## config.mk

```make
export PLATFORM = sky130hd
export DESIGN_NAME = gemm_ctrl
export DESIGN_NICKNAME = d
export VERILOG_FILES = /design/src/design/soc_pkg.sv /design/src/design/gemm_ctrl.sv /design/src/design/gemm_requant.sv /design/src/design/mac_lane.sv
export SDC_FILE = /design/constraint.sdc
export NUM_CORES = 2
export LEC_CHECK = 0
export ABC_CLOCK_PERIOD_IN_PS = 14400
export BUFFER_PORTS_ARGS = -buffer_cell sky130_fd_sc_hd__buf_2
export CORE_UTILIZATION = 50
export DETAILED_ROUTE_END_ITERATION = 8
export GPL_TIMING_DRIVEN = 0
export PLACE_DENSITY = 0.77
export SKIP_LAST_GASP = 1
export SLEW_MARGIN = 20
export SYNTH_ARGS = -nofsm -noshare
export SYNTH_HDL_FRONTEND = slang
export SYNTH_SLANG_ARGS = --single-unit
```

## constraint.sdc

```tcl
create_clock -name clk -period 14.4 [get_ports clk]
set_input_delay 2.16 -clock clk [delete_from_list [all_inputs] [get_ports clk]]
set_output_delay 2.16 -clock clk [all_outputs]
set_load 0.03 [all_outputs]
```

## src/design/soc_pkg.sv

```systemverilog
`default_nettype none

package soc_pkg;

  // memory geometry.
  localparam int num_banks       = 16;
  localparam int line_addr_width = 11;
  localparam int line_width      = 128;

  // gemm datapath.
  localparam int mat_dim   = 4;
  localparam int acc_width = 32;

  // address regions, bits 31:28 of the bus address.
  localparam logic [3:0] gemm_region = 4'b1001;
  localparam logic [3:0] disp_region = 4'b1010;

  localparam int scan_width = 16; // top three bits pick the digit.

  typedef enum logic [4:0] {
    reg_ctrl   = 5'h00,
    reg_status = 5'h04,
    reg_a_addr = 5'h08,
    reg_b_addr = 5'h0C,
    reg_c_addr = 5'h10,
    reg_shift  = 5'h14
  } gemm_reg_t;

  typedef enum logic [2:0] {
    st_idle,
    st_load_a,
    st_load_b,
    st_compute,
    st_flush,
    st_store
  } gemm_state_t;

endpackage

`default_nettype wire
```

## src/design/gemm_ctrl.sv

```systemverilog
`default_nettype none

module gemm_ctrl (
  input  logic                                clk,
  input  logic                                reset,
  input  logic                                cfg_en,
  input  logic                                cfg_rdwr,
  input  logic [4:0]                          cfg_offset,
  input  logic [31:0]                         cfg_wr_data,
  output logic [31:0]                         cfg_rd_data,
  output logic                                line_en,
  output logic                                line_rdwr,
  output logic [soc_pkg::line_addr_width-1:0] line_addr,
  input  logic [soc_pkg::line_width-1:0]      line_rd_data,
  output logic [soc_pkg::line_width-1:0]      line_wr_data
);
  import soc_pkg::*;

  gemm_state_t                state;
  logic                       busy, done, start;
  logic                       b_phase;   // load_b: issue, then capture.
  logic [3:0]                 step;      // {i, k}.
  logic [1:0]                 i, k;
  logic [line_addr_width-1:0] a_addr, b_addr, c_addr;
  logic [4:0]                 shift;
  logic [line_width-1:0]      a_line, b_line;
  logic                       lane_clear, lane_mac;
  logic [7:0]                 a_elem;
  logic [31:0]                b_row;
  logic [acc_width-1:0]       acc [mat_dim];
  logic                       row_done, line_ready;
  logic [1:0]                 row_index;

  assign busy  = state != st_idle;
  assign start = cfg_en && cfg_rdwr && gemm_reg_t'(cfg_offset) == reg_ctrl &&
                 cfg_wr_data[0] && !busy;
  assign i = step[3:2];
  assign k = step[1:0];

  // configuration registers.
  always_ff @(posedge clk) begin
    if (reset) begin
      a_addr <= '0;
      b_addr <= '0;
      c_addr <= '0;
      shift  <= '0;
    end else if (cfg_en && cfg_rdwr) begin
      case (gemm_reg_t'(cfg_offset))
        reg_a_addr: a_addr <= cfg_wr_data[line_addr_width-1:0];
        reg_b_addr: b_addr <= cfg_wr_data[line_addr_width-1:0];
        reg_c_addr: c_addr <= cfg_wr_data[line_addr_width-1:0];
        reg_shift:  shift  <= cfg_wr_data[4:0];
        default: ;
      endcase
    end
  end

  always_comb begin
    cfg_rd_data = '0;
    case (gemm_reg_t'(cfg_offset))
      reg_status: cfg_rd_data[1:0] = {done, busy};
      reg_a_addr: cfg_rd_data[line_addr_width-1:0] = a_addr;
      reg_b_addr: cfg_rd_data[line_addr_width-1:0] = b_addr;
      reg_c_addr: cfg_rd_data[line_addr_width-1:0] = c_addr;
      reg_shift:  cfg_rd_data[4:0] = shift;
      default: ;
    endcase
  end

  always_ff @(posedge clk) begin
    if (reset) begin
      state     <= st_idle;
      done      <= 1'b0;
      b_phase   <= 1'b0;
      step      <= '0;
      row_done  <= 1'b0;
      row_index <= '0;
    end else begin
      row_done  <= lane_mac && k == 2'd3; // sums final after the k = 3 step.
      row_index <= i;
      case (state)
        st_idle: begin
          if (start) begin
            state <= st_load_a;
            done  <= 1'b0;
          end
        end
        st_load_a: state <= st_load_b;
        st_load_b: begin
          b_phase <= !b_phase;
          if (b_phase) begin
            state <= st_compute;
            step  <= '0;
          end
        end
        st_compute: begin
          step <= step + 4'd1;
          if (step == 4'd15) state <= st_flush;
        end
        st_flush: state <= st_store; // last row in requant.
        st_store: begin
          if (line_ready) begin
            state <= st_idle;
            done  <= 1'b1;
          end
        end
        default: state <= st_idle;
      endcase
    end
  end

  // A arrives during the first load_b cycle, B during the second.
  always_ff @(posedge clk) begin
    if (state == st_load_b) begin
      if (!b_phase) a_line <= line_rd_data;
      else          b_line <= line_rd_data;
    end
  end

  assign line_en = state == st_load_a || (state == st_load_b && !b_phase) ||
                   (state == st_store && line_ready);
  assign line_rdwr = state == st_store;
  assign line_addr = state == st_load_a ? a_addr :
                     state == st_load_b ? b_addr : c_addr;

  assign lane_mac   = state == st_compute;
  assign lane_clear = k == 2'd0;
  assign a_elem     = a_line[(4*i + k)*8 +: 8]; // A[i][k].
  assign b_row      = b_line[k*32 +: 32];        // row k of B.

  for (genvar j = 0; j < mat_dim; j++) begin : g_lane
    mac_lane u_lane (
      .clk        (clk),
      .reset      (reset),
      .lane_clear (lane_clear),
      .lane_mac   (lane_mac),
      .a_elem     (a_elem),
      .b_byte     (b_row[j*8 +: 8]),
      .acc        (acc[j])
    );
  end

  gemm_requant u_requant (
    .clk          (clk),
    .reset        (reset),
    .row_done     (row_done),
    .row_index    (row_index),
    .shift        (shift),
    .acc0         (acc[0]),
    .acc1         (acc[1]),
    .acc2         (acc[2]),
    .acc3         (acc[3]),
    .line_wr_data (line_wr_data),
    .line_ready   (line_ready)
  );

  a_line_en_state: assert property (
    @(posedge clk) disable iff (reset)
    line_en |-> state inside {st_load_a, st_load_b, st_store}
  );

  // one row every four compute steps at most.
  a_row_done_spacing: assert property (
    @(posedge clk) disable iff (reset)
    row_done |=> !row_done [*3]
  );

endmodule

`default_nettype wire

```

## src/design/gemm_requant.sv

```systemverilog
`default_nettype none

module gemm_requant (
  input  logic                           clk,
  input  logic                           reset,
  input  logic                           row_done,
  input  logic [1:0]                     row_index,
  input  logic [4:0]                     shift,
  input  logic [soc_pkg::acc_width-1:0]  acc0,
  input  logic [soc_pkg::acc_width-1:0]  acc1,
  input  logic [soc_pkg::acc_width-1:0]  acc2,
  input  logic [soc_pkg::acc_width-1:0]  acc3,
  output logic [soc_pkg::line_width-1:0] line_wr_data,
  output logic                           line_ready
);
  import soc_pkg::*;

  // arithmetic shift, then clamp to signed 8 bits.
  function automatic logic [7:0] sat8(input logic [acc_width-1:0] a, input logic [4:0] sh);
    logic signed [acc_width-1:0] s;
    s = $signed(a) >>> sh;
    if (s > 127) return 8'h7f;
    else if (s < -128) return 8'h80;
    else return s[7:0];
  endfunction

  always_ff @(posedge clk) begin
    if (row_done) begin
      // byte 4i+j holds C[i][j].
      line_wr_data[row_index*32 +: 32] <= {sat8(acc3, shift), sat8(acc2, shift),
                                           sat8(acc1, shift), sat8(acc0, shift)};
    end
  end

  always_ff @(posedge clk) begin
    if (reset) begin
      line_ready <= 1'b0;
    end else if (row_done) begin
      if (row_index == 2'd3) line_ready <= 1'b1;
      else if (row_index == 2'd0) line_ready <= 1'b0;
    end
  end

endmodule

`default_nettype wire

```

## src/design/mac_lane.sv

```systemverilog
`default_nettype none

module mac_lane (
  input  logic                          clk,
  input  logic                          reset,
  input  logic                          lane_clear,
  input  logic                          lane_mac,
  input  logic [7:0]                    a_elem,
  input  logic [7:0]                    b_byte,
  output logic [soc_pkg::acc_width-1:0] acc
);
  import soc_pkg::*;

  logic signed [15:0]    prod;
  logic [acc_width-1:0]  base;

  assign prod = $signed(a_elem) * $signed(b_byte);
  assign base = lane_clear ? '0 : acc; // first step of a row starts fresh.

  always_ff @(posedge clk) begin
    if (reset) begin
      acc <= '0;
    end else if (lane_mac) begin
      acc <= base + {{(acc_width-16){prod[15]}}, prod};
    end
  end

endmodule

`default_nettype wire

```

==> After elaboration in Yosys (flattened, before gate mapping) <==
Cells that the tools add are included.
Widths: inputs -> output; s select.
{ "op_classes": {"n_addsub": 7, "n_mul": 4, "n_lt_le_gt_ge": 8, "n_eq_ne": 17, "shift": 8, "n_mux": 34, "n_bitwise": 1, "reduce_logical": 29} }
{ "op_table": {"columns": ["op", "count"], "rows": [
  ["$add 32x32->32", 4],
  ["$bwmux 128", 1],
  ["$gt 32x8->1 const B", 4],
  ["$lt 32x8->1 const B", 4],
  ["$mux 32", 4],
  ["$shift 32x34->128 const A", 1],
  ["$shiftx 128x8->32", 1],
  ["$shiftx 128x9->8", 1],
  ["$shiftx 32x34->128", 1],
  ["$sshr 32x5->32", 4],
  ["$mux 8", 12],
  ["$mul 8x8->16", 4],
  ["$neg 7->34", 1],
  ["$mux 11", 2],
  ["$pmux 3 s6", 1],
  ["$pmux 6 s3", 1],
  ["$reduce_and 2->1", 8],
  ["$mux 3", 4],
  ["$pmux 3 s4", 1],
  ["$eq 5x4->1 const B", 2],
  ["$eq 5x5->1 const B", 2],
  ["$pmux 2 s5", 1],
  ["$pmux 4 s2", 1],
  ["$logic_and 1x1->1", 7],
  ["other kinds (23)", 36]
]} }
{ "word_totals": {"register_bits": 563, "inputBits": 169, "out_inout_bits": 173, "wordCells": 126} }

==> Longest topological paths before layout <==
{ "depth": {"word_depth": 7, "depth_mapped": 41, "mapped_depth_nobuf": 35} }

==> Hierarchy <==
From an unflattened synthesis, not the netlist that was laid out.
{ "hier_totals": {"cells_unflattened": 4869, "area_unflattened_um2": 48636.6} }
{ "by_module_without_submodules": {"columns": ["module", "n_inst", "cells_each", "area_each_um2", "seq_area_each_um2"], "rows": [
  ["gemm_requant", 1, 1307, 13314.0, 3863.7],
  ["gemm_ctrl", 1, 705, 12109.1, 8688.3],
  ["mac_lane at g_lane[0].u_lane", 1, 716, 5829.3, 640.6],
  ["mac_lane at g_lane[3].u_lane", 1, 723, 5814.3, 640.6],
  ["mac_lane at g_lane[1].u_lane", 1, 706, 5805.6, 640.6],
  ["mac_lane at g_lane[2].u_lane", 1, 712, 5764.3, 640.6]
]} }

==> Worst setup path after synthesis <==
OpenSTA, ideal clock, no wires.
{ "synth_path": {"path_kind": "reg2reg", "startpoint": "reg state[1]", "endpoint": "reg state[0]", "setup_ps": 595, "arrival_ps": 9584, "required_time_ps": 13805, "slack_ps": 4221, "path_stages_with_launch": 5, "n_path_buf": 1, "period_less_slack_ps": 10179, "cell_sequence": "dfxtp_1 clkbuf_1 nand2b_1 nor3_1 a2111oi_0"} }
{ "synth_between": {"elab_chain_len": 5, "elab_cells_between_ends": 15, "cone_classes": "eq/ne (9); mux (1); reduce/logical (5)"} }
{ "synth_lines": {"columns": ["element", "line", "source"], "rows": [
  ["start, declared", "gemm_ctrl.sv:19", "gemm_state_t state;"],
  ["start signal, assigned", "gemm_ctrl.sv:72", "state <= st_idle;"],
  ["start signal, assigned", "gemm_ctrl.sv:84", "state <= st_load_a;"],
  ["start signal, assigned", "gemm_ctrl.sv:88", "st_load_a: state <= st_load_b;"],
  ["$reduce_bool 3->1", "gemm_ctrl.sv:34", "assign busy = state != st_idle;"],
  ["$logic_not 1->1", "gemm_ctrl.sv:36", "cfg_wr_data[0] && !busy;"],
  ["$logic_and 1x1->1", "gemm_ctrl.sv:36", null],
  ["$ne 2x2->1 (no source line)", null, null],
  ["$reduce_and 4->1 (no source line)", null, null]
]} }
Several ways; a longest one is shown, not always the timed one.
A chain may end at the register's enable or synchronous reset.

==> Worst setup path after layout <==
{ "layout_path": {"startpoint": "reg step[0]", "endpoint": "reg g_lane[0].u_lane.acc[28] (netlist bit)"} }
{ "layout_between": {"elab_chain_len": 4, "elab_cells_between_ends": 7, "cone_classes": "add/sub (2); mul (1); shift (2); mux (1); reduce/logical (1)"} }
{ "layout_lines": {"columns": ["element", "line", "source"], "rows": [
  ["start, declared", "gemm_ctrl.sv:22", "logic [3:0] step;"],
  ["start signal, assigned", "gemm_ctrl.sv:97", "step <= step + 4'd1;"],
  ["$add 4x2->5", "gemm_ctrl.sv:128", "assign a_elem = a_line[(4*i + k)*8 +: 8];"],
  ["$shiftx 128x9->8", "gemm_ctrl.sv:128", null],
  ["$mul 8x8->16", "mac_lane.sv:17", "assign prod = $signed(a_elem) * $signed(b_byte);"],
  ["$add 32x32->32 (*)", "mac_lane.sv:24", "acc <= base + {{(acc_width-16){prod[15]}}, prod};"],
  ["end signal, assigned", "mac_lane.sv:24", null],
  ["end, declared", "mac_lane.sv:10", "output logic [soc_pkg::acc_width-1:0] acc"]
]} }
Mark *: on every way between the ends. The rest lies on a longest branch, timed or not.

==> metrics <==
met3 Usage GRT 4.22%; worst-skew pair later-pin latency slightly below 0.7 ns; largest cells by area after synthesis edfxtp_1 (25%), fa_1 (9.8%), dfxtp_1 (7.8%); Tightest Hold Check Type reg -> reg; met2 Usage GRT between 50% and 60%; Setup CP Type reg -> reg; Leak between 0.02 and 0.025 µW; Clock Tree Buf Depth 3; crit share post-route between 90% and 100%; initial core utilization 50.7%; Power Dens Cells around 150 mW/mm²; final setup violating endpoints 0; area share of the leading cell type in the synthesized netlist 25.2%; clk slew on worst S/H paths around 0.07 ns; vias in the first global route about 39000; vias per inst around 6; Crit path largest cell delay between 0.9 and 1 ns; Mapped Avg Cell Area slightly above 9 µm²; CTS root buf clkbuf_16; Data required, critical path about 15 ns; share of layout cells above drive strength 1 a little over an eighth; slowest cell on the critical path o21ai_0; All-Layer GR Usage approximately a third; # IOs around 340; Area Growth Syn to Fin 11.6%; setup slack at placement approximately 1.5 ns; initial antenna violation count 4; DRT Pass-1 Iters 9; Initial DRC Count ~4200; Die X 305 µm; Peak VDD IR about 0.11 mV; WL per Instance approximately 23 µm; Post-DP Area approximately 0.049 mm²; routed vias 39900; Final min period approximately 13 ns; H-tree depth 2; cells after synthesis approximately 5000; GRT busiest layer met2; unique cell type count in the Yosys netlist 104; Post-Layout Inst Area about 0.05 mm²; CTS tree yes; endpoint class of the critical path register; worst-path maximum fanout 20; total die area 0.0929 mm²; status finished clean; Slew headroom between 15 and 20%; Main synth FF type edfxtp_1; Setup crit start kind register; final weighted congestion in routability-driven placement about 1.0; DRT Wirelength about 150000 µm; Mapped Area about 0.046 mm²; final net count between 6000 and 7000; global route total overflow 0; Post-synth ARST share 0%; DR DRC count 0; Least-Margin Pin Slew 1.25 ns; unrepaired setup endpoints after global routing no; CTS Buf Count 60; Arr. time, crit path about 14 ns; GRT met1 Usage roughly 40%; # resized after CTS 0; Post-synth EDFFs 384; largest net degree at the start of global routing slightly above 80; TNS Setup 0 ns; hold-fix buffers at CTS 0; Yosys warnings 0; post-synthesis sequential area ratio 33.0%; Finished Core Util a little under three fifths; postcts setup bufs 0; commonest non-fill, non-tap cell in the layout nand2_1; post-route worst setup slack between 1 and 1.5 ns; ANT nets after route 0; commonest cells after routing, fill and taps aside nand2_1 (654), nor2_1 (544), inv_1 (413), edfxtp_1 (384), a21oi_1 (363); MaxCap Viol Count 0; synthesized flop and latch total 563; Clock Sinks 563; Port Buf Inserts between 200 and 300; most used cell, CP clkbuf_1; Hold Vio Cnt, Final 0; clk_skew between 0.04 and 0.05 ns; filler instances around 7900; worst hold slack about 0.47 ns; dpl hpwl about 120000 µm; row count 110; Die Y-Extent about 300 µm; max-slew violations 0; fmax 76.9 MHz; Core ar. approximately 0.090 mm²; first-pass GRT wire length roughly 230000 µm; post-synth top area cell edfxtp_1
## worst max-delay path: cells and delay by family (launching register included)
kind / cells / cell delay, ns
AOI/OAI and AO/OA: 13 / 3.43
xor gates and xnor gates: 1 / 0.16
adders and majority gates: 6 / 2.99
buffers and inverters: 12 / 4.19
DFF: 1 / 0.34
muxes: 3 / 1.10
and+or+nand+nor: 4 / 0.56
## state kept, by name, summed over array words and instances (netlist names)
signal / count
a_line: 128
b_line: 128
g_lane.u_lane.acc: 128
u_requant.line_wr_data: 128
a_addr: 11
b_addr: 11
c_addr: 11
shift: 5
step: 4
state: 3
row_index: 2
b_phase: 1
done: 1
row_done: 1
u_requant.line_ready: 1
## power by group
part,total [µW],switching (µW),internal (µW)
Sequential,1800,22.6,1780
Combinational,4220,2650,1570
Clock,1600,703,902
Total,7630,3370,4250
## cells in the mapped netlist (45+ instances only)
master    number
nand2_1      654
nor2_1       544
inv_1        414
edfxtp_1     384
a21oi_1      363
ha_1         232
fa_1         224
clkbuf_1     221
o21ai_0      218
mux2i_1      195
dfxtp_1      179
nor2b_1      129
xnor2_1      118
a21o_1        77
mux4_2        74
o21ai_1       70
mux2_2        69
nand3_1       59
or2_2         50
and2_1        48
a211oi_1      46
nor3_1        45
## stage by stage
step                power, µW  std cells
floorplan                4980       5066
global placement         5880       6540
detailed placement       5960       6557
CTS                      7560       6667
global route             8130       6669
finish                   7630       6669
## final cells by class
class	count	area, µm²	share of cell area (%)
antenna	2	5.00	0.00979
buffer	316	1380	2.70
clock buffer	68	1530	3.00
clock inverter	42	502	0.981
inverter	420	1580	3.09
multi-input combinational	3767	27900	54.5
sequential	563	15100	29.6
tap	1176	1470	2.88
timing repair buffer	315	1690	3.31
## metal layers
metal  vias up  share of wire (%)
li1      18300                  -
met1     19000                 38
met2      2150                 47
met3       483                7.9
met4         0                6.6
met5         -                  0
## kinds of logic after synthesis
group	synth area share, %
simple gates	16.2
compound gates	15.4
buf+inv	6.44
flops	33.0
fa+ha+maj	16.1
mux	9.66
xor+xnor	3.16
other cells	0.00818
## worst paths after layout
check                                       startpoint                                    end  slack, ns  cells past startpoint
worst max-delay path              step[0]$_SDFFE_PP0P_  g_lane[0].u_lane.acc[28]$_SDFFE_PP0P_       1.39                     39
worst min-delay path            c_addr[5]$_SDFFE_PP0P_                 c_addr[5]$_SDFFE_PP0P_       0.47                      2
worst max register to register    step[0]$_SDFFE_PP0P_  g_lane[0].u_lane.acc[28]$_SDFFE_PP0P_       1.39                     39
worst min register to register  c_addr[5]$_SDFFE_PP0P_                 c_addr[5]$_SDFFE_PP0P_       0.47                      2
No activity file was read; power rests on OpenSTA's default activity.
