[src/design/soc_pkg.sv]
`default_nettype none

package soc_pkg;

  // memory geometry.
  localparam int num_banks       = 16;
  localparam int line_addr_width = 11;
  localparam int line_width      = 128;

  // gemm datapath.
  localparam int mat_dim   = 4;
  localparam int acc_width = 32;

  // address regions, bits 31:28 of the bus address.
  localparam logic [3:0] gemm_region = 4'b1001;
  localparam logic [3:0] disp_region = 4'b1010;

  localparam int scan_width = 16; // top three bits pick the digit.

  typedef enum logic [4:0] {
    reg_ctrl   = 5'h00,
    reg_status = 5'h04,
    reg_a_addr = 5'h08,
    reg_b_addr = 5'h0C,
    reg_c_addr = 5'h10,
    reg_shift  = 5'h14
  } gemm_reg_t;

  typedef enum logic [2:0] {
    st_idle,
    st_load_a,
    st_load_b,
    st_compute,
    st_flush,
    st_store
  } gemm_state_t;

endpackage

`default_nettype wire
[src/design/seg_display.sv]
`default_nettype none

module seg_display (
  input  logic        clk,
  input  logic        reset,
  input  logic        wr_en,
  input  logic [31:0] wr_data,
  input  logic [3:0]  wr_mask,
  output logic [31:0] value,
  output logic [7:0]  an,
  output logic [6:0]  a_to_g
);
  import soc_pkg::*;

  logic [scan_width-1:0] scan;
  logic [2:0]            digit;
  logic [3:0]            nibble;

  always_ff @(posedge clk) begin
    if (reset) begin
      value <= '0;
    end else if (wr_en) begin
      for (int b = 0; b < 4; b++) begin
        if (wr_mask[b]) value[b*8 +: 8] <= wr_data[b*8 +: 8];
      end
    end
  end

  always_ff @(posedge clk) begin
    if (reset) scan <= '0;
    else       scan <= scan + 1'b1; // free running refresh.
  end

  assign digit  = scan[scan_width-1 -: 3];
  assign nibble = value[digit*4 +: 4];
  assign an     = ~(8'b1 << digit);

  // segments a..g, low lights.
  always_comb begin
    case (nibble)
      4'h0: a_to_g = 7'b0000001;
      4'h1: a_to_g = 7'b1001111;
      4'h2: a_to_g = 7'b0010010;
      4'h3: a_to_g = 7'b0000110;
      4'h4: a_to_g = 7'b1001100;
      4'h5: a_to_g = 7'b0100100;
      4'h6: a_to_g = 7'b0100000;
      4'h7: a_to_g = 7'b0001111;
      4'h8: a_to_g = 7'b0000000;
      4'h9: a_to_g = 7'b0000100;
      4'ha: a_to_g = 7'b0001000;
      4'hb: a_to_g = 7'b1100000;
      4'hc: a_to_g = 7'b0110001;
      4'hd: a_to_g = 7'b1000010;
      4'he: a_to_g = 7'b0110000;
      default: a_to_g = 7'b0111000;
    endcase
  end

  a_one_digit: assert property (
    @(posedge clk) disable iff (reset)
    $onehot(~an)
  );

endmodule

`default_nettype wire

[config.mk]
export PLATFORM = sky130hd
export DESIGN_NAME = seg_display
export DESIGN_NICKNAME = d
export VERILOG_FILES = /design/src/design/soc_pkg.sv /design/src/design/seg_display.sv
export SDC_FILE = /design/constraint.sdc
export NUM_CORES = 1
export LEC_CHECK = 0
export BUFFER_PORTS_ARGS = -buffer_cell sky130_fd_sc_hd__buf_2
export CORE_AREA = 3 3 71 73
export CTS_CLUSTER_DIAMETER = 150
export DETAILED_ROUTE_END_ITERATION = 16
export DIE_AREA = 0 0 74 76
export PLACE_DENSITY = 0.88
export SETUP_SLACK_MARGIN = 0.02
export SLEW_MARGIN = 5
export SYNTH_ARGS = -nofsm -noshare
export SYNTH_HDL_FRONTEND = slang
export SYNTH_SLANG_ARGS = --single-unit
[constraint.sdc]
create_clock -name clk -period 6.1 [get_ports clk]
set_input_delay 0.305 -clock clk [delete_from_list [all_inputs] [get_ports clk]]
set_output_delay 0.305 -clock clk [all_outputs]
set_load 0.02 [all_outputs]
# == After elaboration in Yosys (flattened, before gate mapping) ==
# Memory sizes are Yosys's and may differ from the RTL's.
# Cells that the tools add are included.
# totals
regBits,48
romBits,112
input_bits,39
output_inout_bits,47
word_cells,14
n_memories,1
# memory_table
memory,words,width,read_ports,rd_ports_with_merged_regs,wr,line,text
(no name shown),16,7,1,0,0,seg_display.sv:40,case (nibble)
# op_classes
addsub,1
shift,2
bitwise_logic,1
n_reduce_logical,4
# op_table
op,count
$shiftx A32 B6 Y4,1
$add A16 B1 Y16 const B,1
$not A8 Y8,1
$reduce_and A2 Y1,4
$shl A1 B3 Y8 const A,1

# == Depth between registers and ports, before layout ==
# Gate-level depths: netlist (run 1).
# depth
word_depth,2
mapped_depth,11

# == Worst setup path before layout (run 1) ==
# Ideal clock, no wire load.
# synth_path
path_type,reg2out
start,reg scan[13]
end,out a_to_g[6]
arrival_ps,2221
required_time_ps,5795
path_slack_ps,3574
path_stages_with_launch,10
path_cell_list,dfxtp_1 -> buf_4 -> buf_2 -> mux4_2 -> nand2_1 -> and2_1 -> inv_1 -> ha_1 -> or3_1 -> o221a_2
# synth_between
elab_chain_cells,2
# synth_lines
item,line,text
start: declaration,seg_display.sv:15,logic [scan_width-1:0] scan;
start signal: assignment,seg_display.sv:31,else scan <= scan + 1'b1;
$shiftx A32 B6 Y4,seg_display.sv:35,assign nibble = value[digit*4 +: 4];
$mem_v2 Z16 W7,-,
end: declaration,seg_display.sv:11,output logic [6:0] a_to_g
# Every way passes these cells.

# == Final worst setup path (run 1) ==
# Ends and elaborated chain as after synthesis.

==> flow_summary.json, run 1 <==
{
  "place_area_um2": 2760,
  "gp_congestion": 0.940,
  "cts_num_sinks": 48,
  "syn_nets": 331,
  "cts_hold_buf": 0,
  "grt.total_usage_pct": 21.8,
  "wl_per_cell_um": 14.7,
  "hp-start": "wr_data[9]",
  "r2r_cells": 4,
  "cts_made_buffers": 5,
  "dp_hpwl_um": 4570,
  "postCtsSetupRepairBufs": 0,
  "place_ws_ps": 3100,
  "grt_pass1_wl_um": 9830,
  "ys_warn_count": 0,
  "cts-root-buf": "clkbuf_8",
  "status": "finished, final reports clean",
  "finClkSkew_ps": 4.54,
  "die_x_um": 74,
  "initialDrtViolationCount": 127,
  "hold_class": "in -> reg",
  "rrSetupSlack_ps": 4500,
  "viasPerCell": 5.62,
  "yosysSeqAreaShare_pct": 40.5,
  "critPathRequiredTime_ps": 5790,
  "dr.pass1.iters": 5,
  "fin_ws_ps": 2800,
  "power.density_nw_per_um2": 216,
  "synth_cell_types": 34,
  "port_buffers": 85,
  "htreeDepth": 2,
  "holdPathStages": 3,
  "route.detailed.drc": 0,
  "die-area_um2": 5620,
  "r2r-end": "scan[15]",
  "max_cap_violations": 0,
  "fmax_ghz": 0.303,
  "critPathLaunchType": "flop",
  "worst_slew_margin_rel_pct": 43.6,
  "layout-drive-gt1-share_pct": 28.8,
  "wl_um": 6040,
  "initial_core_util_pct": 53.7,
  "seq_area_um2": 961,
  "min_period_ps": 3300,
  "antenna_cells": 0,
  "period_share_pct": 54.2,
  "final_max_slew_viol_count": 0,
  "grt_pass1_vias": 2050,
  "ant_nets": 0,
  "grt_antenna_before_repair": 0,
  "boundaryPins": 86,
  "coreArea_um2": 4410,
  "multi_input_comb_area_um2": 1290,
  "final_common_cell": "buf_2",
  "overflow": 0,
  "synthCells": 285,
  "cts.path.max_buffers": 2,
  "grt_start_max_net_pins": 49,
  "clkTransAtPathRegs_ps": 80,
  "end_kind": "primary output",
  "hold_end": "value[9]",
  "criticalPathCategory": "reg -> out",
  "nets": 403,
  "setup_viol": 0,
  "synth.avg_cell_area_um2": 8.31,
  "post_cts_resized": 0,
  "synthesis.area_um2": 2370,
  "rsz0062_at_grt": "no",
  "p_leak_nw": 1.21,
  "tritoncts": "done",
  "design_area_um2": 2850,
  "yosys_register_bits": 48,
  "crit_fanout": 17,
  "syn2layout_area_growth_pct": 20.4,
  "rows": 24,
  "vias": 2303,
  "crit_arrival_ps": 3000,
  "clock_latency_ps": 290,
  "fillers": 361,
  "fin_tns_setup_ps": 0,
  "tightestPinTransition_ps": 846,
  "final_cell_mix": "buf_2, nand2_1, dfxtp_1",
  "peakVddDrop_mv": 0.151,
  "reg2reg_from": "scan[13]",
  "timing.hold.ws_ps": 254,
  "finalHoldViolCount": 0,
  "die_h_um": 76
}
## cell type report
class | instances | share of cell area, %
multi-input cells | 212 | 45.3
flip-flops and latches | 48 | 33.7
repair buffers | 85 | 14.9
clock buffers | 8 | 3.16
well taps | 52 | 2.28
inverters | 5 | 0.658
## kinds of logic after synthesis
kind of cell,count (synthesis),share of synthesized area [%]
xor gates and xnor gates,12,4.44
AOI/OAI and AO/OA,49,11.3
DFF,48,40.5
and+or+nand+nor,130,25.3
adders and majority gates,7,3.70
buffers and inverters,25,4.91
muxes,14,9.77
## per-layer routing
layer	global-route usage, %	wire length (um)
met5	0	0
met4	6.70	87
met3	3.69	392
met2	34.2	2870
met1	30.4	2690
## synthesized netlist by cell type
master	instances	share of area, %
nor2b_1	3	0.79
and2_1	2	0.53
mux2i_4	1	0.95
nor2_1	17	2.7
a21oi_1	36	7.6
mux2i_2	1	0.58
o21a_1	1	0.32
buf_1	2	0.32
o32ai_1	1	0.37
clkbuf_1	12	1.9
nand4_1	6	1.6
o211ai_1	1	0.32
o21ai_0	5	1.1
buf_2	3	0.63
mux4_2	6	5.7
dfxtp_1	48	41
and4_1	3	1.1
xnor2_1	4	1.5
and3_1	1	0.26
inv_1	3	0.48
inv_2	2	0.32
o22ai_1	3	0.79
nor3_1	1	0.21
buf_6	2	0.95
a32oi_1	1	0.37
nand2_1	51	8.1
mux2i_1	6	2.5
ha_1	7	3.7
buf_4	1	0.32
nand2_2	1	0.26
xor2_1	8	3.0
nand3_1	39	8.2
o221a_2	1	0.48
or3_1	6	1.6
## power by group
group / total (mW) / internal (mW) / switching [mW]
logic: 0.0921 / 0.0352 / 0.0569
clock network: 0.188 / 0.0925 / 0.0958
registers: 0.334 / 0.325 / 0.00992
## registers in the layout, indices dropped and copies added, names as in the netlist
name / flops
scan: 16
value: 32
## worst max-delay path, stage by stage, from the launching register on
cell,delay [ps]
dfxtp_1,760
mux4_2,600
mux2i_2,340
inv_2,110
ha_1,250
or3_1,370
o221a_2,120
buf_2,150
## per-stage QoR
stage	utilization, %	cells	total power [mW]
floorplan	-	285	0.398
global placement	62.6	402	0.431
detailed placement	62.6	402	0.433
CTS	64.6	410	0.617
global route	64.6	410	0.641
finish	64.6	410	0.615
## how the worst max path moves through the flow
stage,start,to,slack [ps]
after floorplan,scan[13],a_to_g[6],3570
after global placement,scan[13],a_to_g[6],3210
after detailed placement,scan[13],a_to_g[6],3100
after CTS,scan[13],a_to_g[6],2780
after global routing,scan[13],a_to_g[6],2590
final,scan[13],a_to_g[6],2800
(Power assumes the default switching activity.)
==> run 2, diff against run 1 <==
Settings changed: CORE_AREA 3 3 71 73 to 3 3 74 76, DIE_AREA 0 0 74 76 to 0 0 77 79, PLACE_DENSITY 0.88 to 0.82.
Clock period 6.1 ns to 3.4 ns, I/O delays scaled along.
==> flow_summary.json, run 2 (synthesis gave the netlist of run 1 again) <==
{
  "overflow": 0,
  "crit_arrival_ps": 2880,
  "place_area_um2": 2780,
  "placedCellCount": 417,
  "die-area_um2": 6080,
  "finalHoldViolCount": 0,
  "fmax_ghz": 0.327,
  "stdcell_count": 425,
  "syn2layout_area_growth_pct": 24.1,
  "cts_hold_buf": 0,
  "wl_per_cell_um": 14.3,
  "vias": 2299,
  "total_power_mw": 1.32,
  "postCtsSetupRepairBufs": 0,
  "crit_fanout": 17,
  "rsz0062_at_grt": "no",
  "criticalPathCategory": "reg -> out",
  "slowest_delay_ps": 800,
  "hold_class": "in -> reg",
  "route.detailed.drc": 0,
  "p_leak_nw": 1.24,
  "port_buffers": 85,
  "cp.buffers_inverters": 2,
  "peakVddDrop_mv": 0.314,
  "grt_start_max_net_pins": 49,
  "clock_latency_ps": 290,
  "clkTransAtPathRegs_ps": 90,
  "largest_register_ffs": 32,
  "period_share_pct": 89.8,
  "min_period_ps": 3050,
  "boundaryPins": 86,
  "slowest_stage": "dfxtp_1",
  "cts_num_sinks": 48,
  "critPathRequiredTime_ps": 3230,
  "final_cell_mix": "buf_2, nand2_1, dfxtp_1",
  "grt_pass1_wl_um": 9780,
  "cts.path.max_buffers": 2,
  "fillers": 399,
  "crit_chain": "mux4_2 -> mux2i_2 -> inv_2 -> ha_1 -> or3_1 -> o21ai_0 -> buf_2",
  "end_kind": "primary output",
  "largest_registers": "value x32, scan x16",
  "cts-root-buf": "clkbuf_8",
  "cts_made_buffers": 5,
  "dr.pass1.iters": 4,
  "setup_viol": 0,
  "power.density_nw_per_um2": 449,
  "worst_slew_margin_rel_pct": 43.9,
  "die_x_um": 77,
  "final_max_slew_viol_count": 0,
  "layout-drive-gt1-share_pct": 29.6,
  "wl_um": 6100,
  "coreArea_um2": 4790,
  "die_h_um": 79,
  "grt_antenna_before_repair": 0,
  "tritoncts": "done",
  "grt.total_usage_pct": 19.8,
  "nets": 403,
  "ant_nets": 0,
  "dp_hpwl_um": 4480,
  "critPathTopFamily": "flip-flops",
  "initialDrtViolationCount": 90,
  "initial_core_util_pct": 49.5,
  "rows": 25,
  "finClkSkew_ps": 1.37,
  "grt_pass1_vias": 2063,
  "max_cap_violations": 0,
  "viasPerCell": 5.41,
  "gp_congestion": 0.862,
  "design_area_um2": 2940,
  "tightestPinTransition_ps": 841,
  "final_common_cell": "buf_2",
  "largest_register": "value",
  "critPathLaunchType": "flop",
  "htreeDepth": 2,
  "fin_tns_setup_ps": 0,
  "antenna_cells": 0,
  "status": "finished, final reports clean"
}
==> run 2: repair_timing <==
action,in CTS,in global routing
resized for setup,0,1
endpoints found under the hold margin,0,0
setup endpoints to repair,0,2
==> run 2: area by class of cell <==
class / instances / area [um^2] / area share (%)
Clock inverter: 3 / 90.1 / 3.06
Inverter: 5 / 18.8 / 0.638
Sequential cell: 48 / 962 / 32.7
Clock buffer: 5 / 68.8 / 2.34
Multi-Input combinational cell: 212 / 1290 / 43.9
Timing Repair Buffer: 85 / 425 / 14.5
Tap cell: 67 / 83.8 / 2.85
==> run 2: power breakdown <==
part / switching, mW / internal (mW) / total (mW) / leakage, nW
logic: 0.102 / 0.0631 / 0.165 / 0.773
clock network: 0.188 / 0.368 / 0.556 / 0.0784
registers: 0.0176 / 0.582 / 0.600 / 0.392
==> run 2: per-layer routing <==
| metal | part of all wire (%) | routed length, um | global-route usage (%) |
|---|---|---|---|
| met1 | 45 | 2760 | 26.3 |
| met2 | 47 | 2870 | 31.6 |
| met3 | 6.4 | 388 | 4.54 |
| met4 | 1.2 | 76 | 7.12 |
| met5 | 0 | 0 | 0 |
==> run 2: stage by stage <==
stage	worst slack [ps]	utilization (%)	hold slack [ps]
finish	346	61.5	114
global route	151	61.5	107
CTS	182	61.4	108
detailed placement	518	58.1	431
global placement	654	58.1	423
floorplan	1010	-	318
==> run 2: final timing paths <==
check	start	to	slack [ps]	depth (start not counted)
min reg2reg	scan[0]	scan[0]	440	1
min	wr_data[1]	value[1]	110	3
max	scan[14]	a_to_g[4]	350	7
max reg2reg	scan[14]	scan[15]	1780	4
==> run 2: worst register-to-register path: stages (launching register included) <==
cell and delay, ps:
dfxtp_1 800, inv_1 220, nor3_1 270, xnor2_1 140
nor2_1 50
==> run 3, diff against run 2 <==
Settings changed: ABC_AREA from default to 1, CORE_AREA 3 3 74 76 to 3 3 76 78, DIE_AREA 0 0 77 79 to 0 0 79 81.
==> flow_summary.json, run 3 <==
{
  "final_cell_mix": "nand2_1, buf_2, nor2_1",
  "largest_registers": "value x32, scan x16",
  "criticalPathCategory": "reg -> out",
  "die_h_um": 81,
  "highest_layer": "met4",
  "share_comb_of_total_power_pct": 17.1,
  "vias": 2702,
  "synthFlopType": "dfxtp_1",
  "layout-drive-gt1-share_pct": 22.6,
  "grt_antenna_before_repair": 0,
  "rsz0062_at_grt": "no",
  "die_x_um": 79,
  "rows": 26,
  "grt.total_usage_pct": 20.3,
  "ys_warn_count": 0,
  "tightestPinTransition_ps": 829,
  "gp_congestion": 0.849,
  "power.density_nw_per_um2": 407,
  "sw_frac_of_total_pct": 28.2,
  "largest_register_ffs": 32,
  "post-synth-top-count-cell": "nand2_1",
  "critPathLaunchType": "flop",
  "peakVddDrop_mv": 0.286,
  "cts_made_buffers": 5,
  "async_flop_share_pct": 0,
  "setup_viol": 0,
  "nets": 523,
  "fin_tns_setup_ps": 0,
  "clock_power_share_pct": 34.5,
  "synth_area_leaders": "dfxtp_1, nand2_1, nor2_1",
  "critPathRequiredTime_ps": 3230,
  "final_max_slew_viol_count": 0,
  "synth_common_cells": "nand2_1, nor2_1, dfxtp_1, o21ai_0, inv_1",
  "drt-met1-wl_um": 3080,
  "fmax_ghz": 0.421,
  "clkTransAtPathRegs_ps": 90,
  "route.detailed.drc": 0,
  "synth_top_family_by_area": "simple AND/OR/NAND/NOR gates",
  "slowest_delay_ps": 560,
  "wl_met2_um": 2730,
  "synthAdderAreaFrac_pct": 3.45,
  "max_cap_violations": 0,
  "tritoncts": "done",
  "wl_um": 6400,
  "p_leak_nw": 1.56,
  "worst_slew_margin_rel_pct": 44.7,
  "p_int_mw": 0.908,
  "synth.avg_cell_area_um2": 6.43,
  "synth_edf_count": 0,
  "min_period_ps": 2370,
  "die-area_um2": 6400,
  "postCtsSetupRepairBufs": 0,
  "synth_compound_gate_area_share_pct": 11.4,
  "yosysSeqAreaShare_pct": 37.9,
  "syn2layout_area_growth_pct": 22.4,
  "period_share_pct": 69.8,
  "initial_core_util_pct": 49.4,
  "initialDrtViolationCount": 133,
  "grt_pass1_vias": 2433,
  "htreeDepth": 2,
  "wl_per_cell_um": 11.7,
  "synth_xor_area_share_pct": 0,
  "synth_simple_gate_area_share_pct": 39.5,
  "crit_chain": "inv_1 -> nand3_1 -> nand2_1 -> inv_1 -> ha_1 -> nand3_1 -> nand2_1 -> nand2_1 -> nand2_1 -> buf_2",
  "cts-root-buf": "clkbuf_8",
  "grt_start_max_net_pins": 37,
  "post_cts_resized": 0,
  "cts_hold_buf": 0,
  "met3_length_um": 496,
  "port_buffers": 85,
  "synth_cell_types": 25,
  "yosysTopAreaCell": "dfxtp_1",
  "grt_pass1_wl_um": 10600,
  "pwr-share-seq_pct": 48.4,
  "total_power_mw": 1.26,
  "largest_register": "value",
  "finClkSkew_ps": 5.28,
  "clock_latency_ps": 300,
  "status": "finished, final reports clean",
  "finalHoldViolCount": 0,
  "netSwitchingPower_mw": 0.356,
  "synthCells": 395,
  "cts.path.max_buffers": 2,
  "slowest_stage": "dfxtp_1",
  "antenna_cells": 0,
  "dr.pass1.iters": 4,
  "yosys_register_bits": 48,
  "overflow": 0,
  "dp_hpwl_um": 4980,
  "final_common_cell": "nand2_1",
  "cts_num_sinks": 48,
  "synthesis.area_um2": 2540,
  "muxShareOfSynthArea_pct": 0,
  "hold_class": "in -> reg",
  "viasPerCell": 4.93,
  "syn_nets": 441,
  "ant_nets": 0,
  "synth_top_area_share_pct": 37.9,
  "cp_common_cell": "nand2_1",
  "coreArea_um2": 5140,
  "crit_arrival_ps": 2200,
  "end_kind": "primary output",
  "crit_fanout": 12,
  "fillers": 495,
  "boundaryPins": 86,
  "rrSetupSlack_ps": 2010
}
==> run 3: changes by cell type after synthesis, sizes merged, moves of 7 or more <==
cell,change
o21ai,+35
nand3,-9
nor3,+7
nor2,+56
clkbuf,-7
xor2,-8
mux2i,-8
nand2,+70
inv,+28
a21oi,-21
==> run 3: path summary, 6_finish.rpt <==
kind | from | cells past startpoint | endpoint
worst min register to register | scan[0] | 1 | scan[0]
worst max register to register | scan[0] | 6 | scan[12]
worst max-delay path | scan[15] | 10 | a_to_g[1]
worst min-delay path | wr_data[24] | 3 | value[24]
==> run 3: final cells by class <==
cell class	count	area [um^2]	area share [%]
Clock buffer	6	82.6	2.66
Tap cell	70	87.6	2.82
Clock inverter	2	38.8	1.25
Timing Repair Buffer	86	433	13.9
Sequential cell	48	961	30.9
Multi-Input combinational cell	303	1380	44.4
Inverter	33	124	3.99
==> run 3: per-stage QoR <==
stage / utilization, % / instance area, um^2 / instances / hold slack (ps) / setup slack [ps]
finish: 60.5 / 3110 / 548 / 113 / 1030
global route: 60.5 / 3110 / 548 / 117 / 798
CTS: 60.5 / 3110 / 548 / 112 / 1050
detailed placement: 58.1 / 2990 / 540 / 428 / 1380
global placement: 58.1 / 2990 / 540 / 419 / 1460
floorplan: - / 2540 / 395 / 246 / 1610
==> run 3: routing by layer <==
layer  up-vias  global-route usage [%]
met5         -                       0
met4         0                    6.53
met3         9                    4.10
met2       106                    32.3
met1      1169                    27.6
li1       1418                       -
==> run 3: kinds of logic (layout without fill, tap and decap cells) <==
| kind of cell | after synthesis | in the layout |
|---|---|---|
| AND/OR/NAND/NOR | 240 | 240 |
| AO/OA/AOI/OAI | 56 | 56 |
| flip-flops | 48 | 48 |
| buffers and inverters | 44 | 127 |
| adder cells (fa/ha/maj) | 7 | 7 |
==> run 3: worst max-delay path, delay by kind of cell (launching register included) <==
family	cells	cell delay (ps)
buffers and inverters	3	550
and+or+nand+nor	6	620
DFF	1	560
adders and majority gates	1	180
==> run 3: power groups by stage <==
stage,registers (mW),logic (mW),clock network (mW)
final,0.612,0.216,0.436
after global routing,0.616,0.241,0.461
after CTS,0.612,0.216,0.439
after detailed placement,0.625,0.216,0
after global placement,0.625,0.211,0
after floorplan,0.652,0.108,0
